==> src/source/gl_pkg.sv <==
package gl_pkg;

    //////////////////////////////////////////////////
    // Command word format
    //////////////////////////////////////////////////

    // Opcode in 31..24, type bit in 23, immediate in 22..0
    localparam int CMD_W      = 32;
    localparam int OP_W       = 8;
    localparam int IMM_W      = 23;
    localparam int CMD_ADDR_W = 4;
    localparam int DATA_W     = 32;

    typedef enum logic [OP_W-1:0] {
        OP_BEGIN      = 8'd0,
        OP_END        = 8'd1,
        OP_VERTEX     = 8'd3,
        OP_COLOR      = 8'd4,
        OP_MATRIXMODE = 8'd16,
        OP_MULTMATRIX = 8'd17,
        OP_LOADID     = 8'd18,
        OP_LOADMATRIX = 8'd19,
        OP_PUSHMATRIX = 8'd20,
        OP_POPMATRIX  = 8'd21,
        OP_ROTATE     = 8'd22,
        OP_SCALE      = 8'd23,
        OP_TRANSLATE  = 8'd24,
        OP_VIEWPORT   = 8'd25,
        OP_FRUSTUM    = 8'd26
    } gl_op_e;

    //////////////////////////////////////////////////
    // Decoder sequencing
    //////////////////////////////////////////////////

    typedef enum logic [1:0] {
        DEC_IDLE,
        DEC_SEQ,
        DEC_WAIT
    } dec_state_e;

    localparam int CNT_W         = 4;
    localparam int MUL_CYCLES    = 15;
    localparam int VERTEX_CYCLES = 9;
    localparam int LOAD_CYCLES   = 3;

    // Counter taps inside a vertex transform
    localparam int VTX_PROJ_CNT = VERTEX_CYCLES - 3;
    localparam int VTX_DIV_CNT  = 3;

    localparam int ROW_STRIDE  = 16;
    localparam int STACK_DEPTH = 8;
    localparam int DEPTH_W     = 4;

    // 640.0 and 480.0 in single precision
    localparam logic [DATA_W-1:0] VIEWPORT_W_RESET = 32'h4420_0000;
    localparam logic [DATA_W-1:0] VIEWPORT_H_RESET = 32'h43F0_0000;

endpackage
==> src/source/gl_geom_top.sv <==
`timescale 1ns/1ps

module gl_geom_top
(
    input  logic                            clk,
    input  logic                            rst,
    // Host side
    input  logic                            cmd_wr_en,
    input  logic [gl_pkg::CMD_ADDR_W-1:0]   cmd_wr_addr,
    input  logic [gl_pkg::CMD_W-1:0]        cmd_wr_data,
    input  logic [gl_pkg::CMD_ADDR_W:0]     cmd_count,
    input  logic                            start,
    output logic                            busy,
    output logic                            done,
    // Data side
    input  logic [gl_pkg::DATA_W-1:0]       bram_addr_in,
    input  logic [gl_pkg::DATA_W-1:0]       bram_read_0,
    input  logic [gl_pkg::DATA_W-1:0]       bram_read_1,
    input  logic [gl_pkg::DATA_W-1:0]       bram_read_2,
    input  logic [gl_pkg::DATA_W-1:0]       bram_read_3,
    output logic [gl_pkg::DATA_W-1:0]       bram_addr,
    output logic [gl_pkg::DATA_W-1:0]       viewport_x,
    output logic [gl_pkg::DATA_W-1:0]       viewport_y,
    output logic [gl_pkg::DATA_W-1:0]       viewport_width,
    output logic [gl_pkg::DATA_W-1:0]       viewport_height,
    output logic [gl_pkg::DATA_W-1:0]       color,
    // Transform strobes
    output logic                            push_en,
    output logic                            pop_en,
    output logic                            matrix_load_en,
    output logic                            matrix_load_id_en,
    output logic                            matrix_mul_en,
    output logic                            matrix_mul_type,
    output logic                            matrix_mode,
    output logic                            perspective_div_en,
    output logic                            stall,
    // Stack status
    output logic [gl_pkg::DEPTH_W-1:0]      depth_proj,
    output logic [gl_pkg::DEPTH_W-1:0]      depth_mv,
    output logic                            overflow,
    output logic                            underflow
);

    gl_pkg::gl_op_e               opcode;
    logic [gl_pkg::IMM_W-1:0]     imm;
    logic                         cmd_type;
    logic                         cmd_valid;

    gl_cmd_fetch gl_cmd_fetch_i
    (
        .clk         (clk),
        .rst         (rst),
        .cmd_wr_en   (cmd_wr_en),
        .cmd_wr_addr (cmd_wr_addr),
        .cmd_wr_data (cmd_wr_data),
        .cmd_count   (cmd_count),
        .start       (start),
        .stall       (stall),
        .opcode      (opcode),
        .imm         (imm),
        .cmd_type    (cmd_type),
        .cmd_valid   (cmd_valid),
        .busy        (busy),
        .done        (done)
    );

    gl_decode gl_decode_i
    (
        .clk                (clk),
        .rst                (rst),
        .opcode             (opcode),
        .imm                (imm),
        .cmd_type           (cmd_type),
        .cmd_valid          (cmd_valid),
        .bram_addr_in       (bram_addr_in),
        .bram_read_0        (bram_read_0),
        .bram_read_1        (bram_read_1),
        .bram_read_2        (bram_read_2),
        .bram_read_3        (bram_read_3),
        .bram_addr          (bram_addr),
        .viewport_x         (viewport_x),
        .viewport_y         (viewport_y),
        .viewport_width     (viewport_width),
        .viewport_height    (viewport_height),
        .color              (color),
        .push_en            (push_en),
        .pop_en             (pop_en),
        .matrix_load_en     (matrix_load_en),
        .matrix_load_id_en  (matrix_load_id_en),
        .matrix_mul_en      (matrix_mul_en),
        .matrix_mul_type    (matrix_mul_type),
        .matrix_mode        (matrix_mode),
        .perspective_div_en (perspective_div_en),
        .stall              (stall)
    );

    matrix_stack_ctrl matrix_stack_ctrl_i
    (
        .clk         (clk),
        .rst         (rst),
        .push_en     (push_en),
        .pop_en      (pop_en),
        .matrix_mode (matrix_mode),
        .depth_proj  (depth_proj),
        .depth_mv    (depth_mv),
        .overflow    (overflow),
        .underflow   (underflow)
    );

endmodule

==> src/source/matrix_stack_ctrl.sv <==
`timescale 1ns/1ps

module matrix_stack_ctrl
(
    input  logic                           clk,
    input  logic                           rst,
    input  logic                           push_en,
    input  logic                           pop_en,
    input  logic                           matrix_mode,
    output logic [gl_pkg::DEPTH_W-1:0]     depth_proj,
    output logic [gl_pkg::DEPTH_W-1:0]     depth_mv,
    output logic                           overflow,
    output logic                           underflow
);

    // Index 0 is projection, index 1 is modelview
    logic [gl_pkg::DEPTH_W-1:0] depth [2];
    logic [gl_pkg::DEPTH_W-1:0] sel_depth;

    assign sel_depth = depth[matrix_mode];

    always_ff @(posedge clk)
    begin
        if (rst)
        begin
            depth[0]  <= '0;
            depth[1]  <= '0;
            overflow  <= 1'b0;
            underflow <= 1'b0;
        end
        else
        begin
            if (push_en)
            begin
                // Full stack keeps its depth
                if (sel_depth == gl_pkg::DEPTH_W'(gl_pkg::STACK_DEPTH))
                    overflow <= 1'b1;
                else
                    depth[matrix_mode] <= sel_depth + 1'b1;
            end
            else if (pop_en)
            begin
                if (sel_depth == '0)
                    underflow <= 1'b1;
                else
                    depth[matrix_mode] <= sel_depth - 1'b1;
            end
        end
    end

    assign depth_proj = depth[0];
    assign depth_mv   = depth[1];

endmodule

==> src/source/gl_decode.sv <==
`timescale 1ns/1ps

module gl_decode
(
    input  logic                         clk,
    input  logic                         rst,
    input  gl_pkg::gl_op_e               opcode,
    input  logic [gl_pkg::IMM_W-1:0]     imm,
    input  logic                         cmd_type,
    input  logic                         cmd_valid,
    input  logic [gl_pkg::DATA_W-1:0]    bram_addr_in,
    input  logic [gl_pkg::DATA_W-1:0]    bram_read_0,
    input  logic [gl_pkg::DATA_W-1:0]    bram_read_1,
    input  logic [gl_pkg::DATA_W-1:0]    bram_read_2,
    input  logic [gl_pkg::DATA_W-1:0]    bram_read_3,
    output logic [gl_pkg::DATA_W-1:0]    bram_addr,
    output logic [gl_pkg::DATA_W-1:0]    viewport_x,
    output logic [gl_pkg::DATA_W-1:0]    viewport_y,
    output logic [gl_pkg::DATA_W-1:0]    viewport_width,
    output logic [gl_pkg::DATA_W-1:0]    viewport_height,
    output logic [gl_pkg::DATA_W-1:0]    color,
    output logic                         push_en,
    output logic                         pop_en,
    output logic                         matrix_load_en,
    output logic                         matrix_load_id_en,
    output logic                         matrix_mul_en,
    output logic                         matrix_mul_type,
    output logic                         matrix_mode,
    output logic                         perspective_div_en,
    output logic                         stall
);

    gl_pkg::dec_state_e           state;
    logic [gl_pkg::CNT_W-1:0]     cnt;
    logic                         curr_mode;
    logic                         is_multi;

    always_comb
    begin
        case (opcode)
            gl_pkg::OP_MULTMATRIX, gl_pkg::OP_ROTATE, gl_pkg::OP_SCALE,
            gl_pkg::OP_TRANSLATE, gl_pkg::OP_VERTEX, gl_pkg::OP_LOADMATRIX:
                is_multi = 1'b1;
            default:
                is_multi = 1'b0;
        endcase
    end

    // High from the first cycle of a long command until its count runs out
    assign stall = (state == gl_pkg::DEC_IDLE && cmd_valid && is_multi) ||
                   (state == gl_pkg::DEC_SEQ && cnt != '0);

    always_ff @(posedge clk)
    begin
        if (rst)
        begin
            state              <= gl_pkg::DEC_IDLE;
            cnt                <= '0;
            curr_mode          <= 1'b0;
            matrix_mode        <= 1'b0;
            matrix_mul_type    <= 1'b0;
            push_en            <= 1'b0;
            pop_en             <= 1'b0;
            matrix_load_en     <= 1'b0;
            matrix_load_id_en  <= 1'b0;
            matrix_mul_en      <= 1'b0;
            perspective_div_en <= 1'b0;
            bram_addr          <= '0;
            color              <= '0;
            viewport_x         <= '0;
            viewport_y         <= '0;
            viewport_width     <= gl_pkg::VIEWPORT_W_RESET;
            viewport_height    <= gl_pkg::VIEWPORT_H_RESET;
        end
        else
        begin
            push_en            <= 1'b0;
            pop_en             <= 1'b0;
            matrix_load_en     <= 1'b0;
            matrix_load_id_en  <= 1'b0;
            matrix_mul_en      <= 1'b0;
            perspective_div_en <= 1'b0;

            case (state)
                //////////////////////////////////////////////////
                // First cycle of each command
                //////////////////////////////////////////////////
                gl_pkg::DEC_IDLE:
                begin
                    if (cmd_valid)
                    begin
                        if (is_multi)
                            state <= gl_pkg::DEC_SEQ;
                        case (opcode)
                            gl_pkg::OP_VERTEX:
                            begin
                                // Modelview pass first, type bit picks the form
                                matrix_mul_en   <= 1'b1;
                                matrix_mul_type <= cmd_type;
                                matrix_mode     <= 1'b1;
                                cnt <= gl_pkg::CNT_W'(gl_pkg::VERTEX_CYCLES - 1);
                            end
                            gl_pkg::OP_MULTMATRIX, gl_pkg::OP_ROTATE,
                            gl_pkg::OP_SCALE, gl_pkg::OP_TRANSLATE:
                            begin
                                matrix_mul_en   <= 1'b1;
                                matrix_mul_type <= 1'b1;
                                matrix_mode     <= curr_mode;
                                cnt <= gl_pkg::CNT_W'(gl_pkg::MUL_CYCLES - 3);
                            end
                            gl_pkg::OP_LOADMATRIX:
                            begin
                                matrix_load_en <= 1'b1;
                                matrix_mode    <= curr_mode;
                                bram_addr      <= bram_addr_in;
                                cnt <= gl_pkg::CNT_W'(gl_pkg::LOAD_CYCLES - 1);
                            end
                            gl_pkg::OP_COLOR:
                                color <= bram_read_0;
                            gl_pkg::OP_MATRIXMODE:
                                curr_mode <= imm[0];
                            gl_pkg::OP_LOADID:
                            begin
                                matrix_load_id_en <= 1'b1;
                                matrix_mode       <= curr_mode;
                            end
                            gl_pkg::OP_PUSHMATRIX:
                            begin
                                push_en     <= 1'b1;
                                matrix_mode <= curr_mode;
                            end
                            gl_pkg::OP_POPMATRIX:
                            begin
                                pop_en      <= 1'b1;
                                matrix_mode <= curr_mode;
                            end
                            gl_pkg::OP_VIEWPORT:
                            begin
                                viewport_x      <= bram_read_0;
                                viewport_y      <= bram_read_1;
                                viewport_width  <= bram_read_2;
                                viewport_height <= bram_read_3;
                            end
                            // BEGIN, END and FRUSTUM have no effect
                            default:
                            begin
                            end
                        endcase
                    end
                end

                gl_pkg::DEC_SEQ:
                begin
                    if (opcode == gl_pkg::OP_VERTEX && cnt == gl_pkg::VTX_PROJ_CNT)
                    begin
                        // Projection pass
                        matrix_mul_en <= 1'b1;
                        matrix_mode   <= 1'b0;
                    end
                    if (opcode == gl_pkg::OP_VERTEX && cnt == gl_pkg::VTX_DIV_CNT)
                        perspective_div_en <= 1'b1;
                    if (opcode == gl_pkg::OP_LOADMATRIX)
                        bram_addr <= bram_addr + gl_pkg::ROW_STRIDE;

                    if (cnt == '0)
                        state <= gl_pkg::DEC_WAIT;
                    else
                        cnt <= cnt - 1'b1;
                end

                // Fetch drops cmd_valid here
                default:
                    state <= gl_pkg::DEC_IDLE;
            endcase
        end
    end

endmodule

==> src/source/gl_cmd_fetch.sv <==
`timescale 1ns/1ps

module gl_cmd_fetch
(
    input  logic                            clk,
    input  logic                            rst,
    input  logic                            cmd_wr_en,
    input  logic [gl_pkg::CMD_ADDR_W-1:0]   cmd_wr_addr,
    input  logic [gl_pkg::CMD_W-1:0]        cmd_wr_data,
    input  logic [gl_pkg::CMD_ADDR_W:0]     cmd_count,
    input  logic                            start,
    input  logic                            stall,
    output gl_pkg::gl_op_e                  opcode,
    output logic [gl_pkg::IMM_W-1:0]        imm,
    output logic                            cmd_type,
    output logic                            cmd_valid,
    output logic                            busy,
    output logic                            done
);

    logic [gl_pkg::CMD_W-1:0]      cmd_mem [2**gl_pkg::CMD_ADDR_W];
    logic [gl_pkg::CMD_W-1:0]      cmd_word;
    logic [gl_pkg::CMD_ADDR_W-1:0] pc;
    logic [gl_pkg::CMD_ADDR_W:0]   retired;

    // Host write port
    always_ff @(posedge clk)
    begin
        if (cmd_wr_en)
            cmd_mem[cmd_wr_addr] <= cmd_wr_data;
    end

    // Present, hold while stalled, retire, then one idle cycle
    always_ff @(posedge clk)
    begin
        cmd_word <= cmd_mem[pc];
        if (rst)
        begin
            pc        <= '0;
            retired   <= '0;
            cmd_valid <= 1'b0;
            busy      <= 1'b0;
            done      <= 1'b0;
        end
        else
        begin
            done <= 1'b0;
            if (!busy)
            begin
                if (start)
                begin
                    busy    <= 1'b1;
                    pc      <= '0;
                    retired <= '0;
                end
            end
            else if (!cmd_valid)
            begin
                if (retired == cmd_count)
                begin
                    busy <= 1'b0;
                    done <= 1'b1;
                end
                else
                    cmd_valid <= 1'b1;
            end
            else if (!stall)
            begin
                cmd_valid <= 1'b0;
                pc        <= pc + 1'b1;
                retired   <= retired + 1'b1;
            end
        end
    end

    assign opcode   = gl_pkg::gl_op_e'(cmd_word[gl_pkg::CMD_W-1 -: gl_pkg::OP_W]);
    assign cmd_type = cmd_word[gl_pkg::IMM_W];
    assign imm      = cmd_word[gl_pkg::IMM_W-1:0];

endmodule

==> config.mk <==
export PLATFORM = sky130hd
export DESIGN_NAME = gl_geom_top
export DESIGN_NICKNAME = d
export VERILOG_FILES = /design/src/source/gl_pkg.sv /design/src/source/gl_geom_top.sv /design/src/source/matrix_stack_ctrl.sv /design/src/source/gl_decode.sv /design/src/source/gl_cmd_fetch.sv
export SDC_FILE = /design/constraint.sdc
export NUM_CORES = 1
export LEC_CHECK = 0
export ABC_AREA = 1
export BUFFER_PORTS_ARGS = -buffer_cell sky130_fd_sc_hd__buf_2
export CORE_MARGIN = 2
export CORE_UTILIZATION = 53
export DETAILED_ROUTE_END_ITERATION = 10
export PLACE_DENSITY = 0.79
export SLEW_MARGIN = 0
export SYNTH_ARGS = -nofsm -noshare
export SYNTH_HDL_FRONTEND = slang
export SYNTH_SLANG_ARGS = --single-unit
==> constraint.sdc <==
create_clock -name clk -period 2.3 [get_ports clk]
set_input_delay 0.23 -clock clk [delete_from_list [all_inputs] [get_ports clk]]
set_output_delay 0.23 -clock clk [all_outputs]
set_load 0.01 [all_outputs]
==> metrics <==
Final period util 0.949; Syn Area/Cell about 9 um2; sequential share of power 0.480; Max Clock Skew approximately 33 ps; Comb power frac 0.062; Net Count, Synth around 2000; max_cap viols 0; PwrDens ~730 mW/mm2; Pins Over Slew Limit 0; Post-Layout Cell Count between 2000 and 3000; die area 0.0322 mm2; CP endpoint kind primary output; pre-CTS setup slack 116 ps; Placed Instances 2511; routed length per instance roughly 18 um; post-route minimum period ~2200 ps; Pint roughly 12 mW; vias in the first global route 14800; flops & latches, synth 400; Total Wirelength 49900 um; GRT met2 Usage 0.490; first-pass GRT wire length 78200 um; largest cells by area after synthesis edfxtp_1 31%, dfxtp_1 28%, nand2_1 10%; Syn Inst Count roughly 1800; Worst EP arrival approximately 2000 ps; CP Launch Point gl_cmd_fetch_i.cmd_word[29]$_DFF_P_; antenna violations before repair 9; GR Layer Usage met3 0.0662; CTS tree done; via count between 15000 and 20000; Hold WC Path Type in2reg; layout cells sized above 1 0.236; Num CTS Buffers 41; fillcell total between 2000 and 2500; Site Rows between 60 and 70; hpwl dp ~29000 um; commonest non-fill, non-tap cells in the layout 447 x nand2_1, 394 x buf_2, 245 x nor2_1; GRT overflow 0; Die Y roughly 180 um; Peak Freq about 460 MHz; post-synth top area share 0.309; root buf cell clkbuf_16; Non-Filler Cell Area, Final roughly 0.022 mm2; PortBufs around 400; Max Buffers Root-to-Sink 3; # DRC 0; min-delay src start; largest net degree at the start of global routing around 150; clk sinks 400; Placer Congestion roughly 0.89; Worst Tran Pin Value slightly below 800 ps; Async SR Flop Fraction 0; RSZ-0062 raised after global routing false; Psw around 3.4 mW; CP Launch Type flip-flop; Post-Syn Area between 0.015 and 0.02 mm2; H-Tree Depth 2; Crit Path Class reg2out; Worst Path Required 2070 ps; drt pass-1 iters 5; Net Sw Frac 0.218; synth unique cells between 40 and 50; Final setup viols 0; clk_lat worst skew approximately 560 ps; Peak VDD IR approximately 0.79 mV; Setup Fix Bufs, Post-CTS 0; synth warn 0; gr busiest metal met2; Initial DRC Count 1362; area grow syn2layout 31.8%; Final nets 2506; final worst slack 118 ps; Clock Pin Slew Worst Setup and Hold Paths ~60 ps; Die W between 150 and 200 um; DP Area 0.0186 mm2; Pleak about 8.6 nW; Placeable Area between 0.03 and 0.04 mm2; Final Hold Vio Count 0; Post-synth EDFFs about 170; GRT Total Usage 0.300; Slew headroom 0.477; vias per cell about 5.5; clock network power share 0.458; Post-DRT Antenna Nets 0; dominant cell type by area after synthesis edfxtp_1; outcome complete, no violations; commonest non-fill, non-tap cell in the layout nand2_1; Post-Route Setup TNS 0 ps; dominant synthesized flop cell dfxtp_1; Max FO, Critical Path 8; Initial Util 0.537; Seq/Total Area, Yosys 0.593; met1 Use GR 0.369; Ports between 400 and 500
==> per-stage QoR <==
stage | total power, mW | utilization | hold slack, ps
after detailed placement | 8.46 | 0.612 | 435
after floorplan | 8.10 | - | 329
after CTS | 15.8 | 0.706 | 22.1
final | 15.8 | 0.707 | 46.8
after global routing | 16.2 | 0.707 | 51.4
after global placement | 8.44 | 0.612 | 429
==> timing repair <==
| item | CTS | global route |
|---|---|---|
| endpoints found under the hold margin | 167 | 0 |
| endpoints found under the setup margin | 1 | 5 |
| pin swaps | 0 | 2 |
| gates cloned | 0 | 0 |
| hold buffers | 135 | 0 |
| resized for setup | 3 | 8 |
==> worst max-delay path, stage by stage, from the launching register on <==
cell and delay [ps]:
dfxtp_1 320, nor2_4 150, nor3b_4 280, nand2_1 130, nand2_1 120, nand2_2 120
nand2_4 120, buf_2 160
==> state kept, by name (all words and copies together) (netlist names), 4 cells and up, named ones only <==
signal and flops:
gl_decode_i.viewport_x 32, gl_decode_i.viewport_width 32, gl_cmd_fetch_i.pc 4, gl_decode_i.cnt 4, gl_decode_i.viewport_height 32, gl_cmd_fetch_i.cmd_mem 160
gl_cmd_fetch_i.retired 5, gl_decode_i.color 32, matrix_stack_ctrl_i.depth 8, gl_decode_i.bram_addr 32, gl_decode_i.viewport_y 32, gl_cmd_fetch_i.cmd_word 10
==> worst paths after layout <==
kind / end / slack [ps] / cells past startpoint
min reg2reg: gl_decode_i.viewport_width[19]$_SDFFE_PP0P_ / 460 / 2
min: gl_cmd_fetch_i.retired[0]$_SDFFE_PP0P_ / 50 / 4
max reg2reg: matrix_stack_ctrl_i.depth[1][3]$_SDFFCE_PN0P_ / 140 / 15
max: stall / 120 / 7
==> synth_stat cells (5+ instances only) <==
cell	instances
nand4_1	10
o211ai_1	10
dfxtp_1	232
o221ai_1	30
nor2_4	5
buf_1	5
buf_6	13
a21oi_1	161
nor4_1	6
clkbuf_1	52
nand3b_1	5
buf_4	8
xor2_1	7
nand3_1	66
o32ai_1	10
inv_1	63
buf_2	25
nor2_2	7
inv_2	11
nand2_1	448
nand2_2	11
mux2i_1	30
edfxtp_1	168
o21ai_0	103
nor2_1	246
nor3_1	11
ha_1	8
==> per-layer routing <==
layer	share of wire	wire length (um)	vias to the layer above
met5	0.00022	11	-
met4	0.064	3180	2
met3	0.081	4020	225
met2	0.47	23500	785
met1	0.38	19100	7040
li1	-	-	7061
==> cell type report <==
class | count | area [um2] | share of cell area
multi-input cells | 1210 | 5850 | 0.272
inverters | 76 | 287 | 0.0133
clock inverters | 16 | 285 | 0.0133
flip-flops and latches | 400 | 9700 | 0.451
well taps | 396 | 495 | 0.0230
repair buffers | 564 | 3670 | 0.171
clock buffers | 58 | 1210 | 0.0564
diodes | 7 | 17.5 | 0.000814
==> cell families (layout without fill, tap and decap cells) <==
group / count (synthesis) / count (layout) / synth area share
flops: 400 / 400 / 0.593
xor+xnor: 10 / 10 / 0.00536
simple gates: 827 / 827 / 0.209
mux: 30 / 30 / 0.0184
fa+ha+maj: 8 / 8 / 0.00613
buf+inv: 179 / 714 / 0.0509
compound gates: 335 / 335 / 0.116
other cells: 0 / 7 / 0
==> power by group through the flow <==
stage,combinational (mW),sequential (mW),clock (mW)
6_report,0.974,7.56,7.23
5_1_grt,1.05,7.57,7.59
4_1_cts,0.949,7.56,7.27
3_5_place_dp,0.751,7.71,0
3_3_place_gp,0.732,7.70,0
2_1_floorplan,0.401,7.70,0
Note: power is estimated with default switching activity, not from simulation.
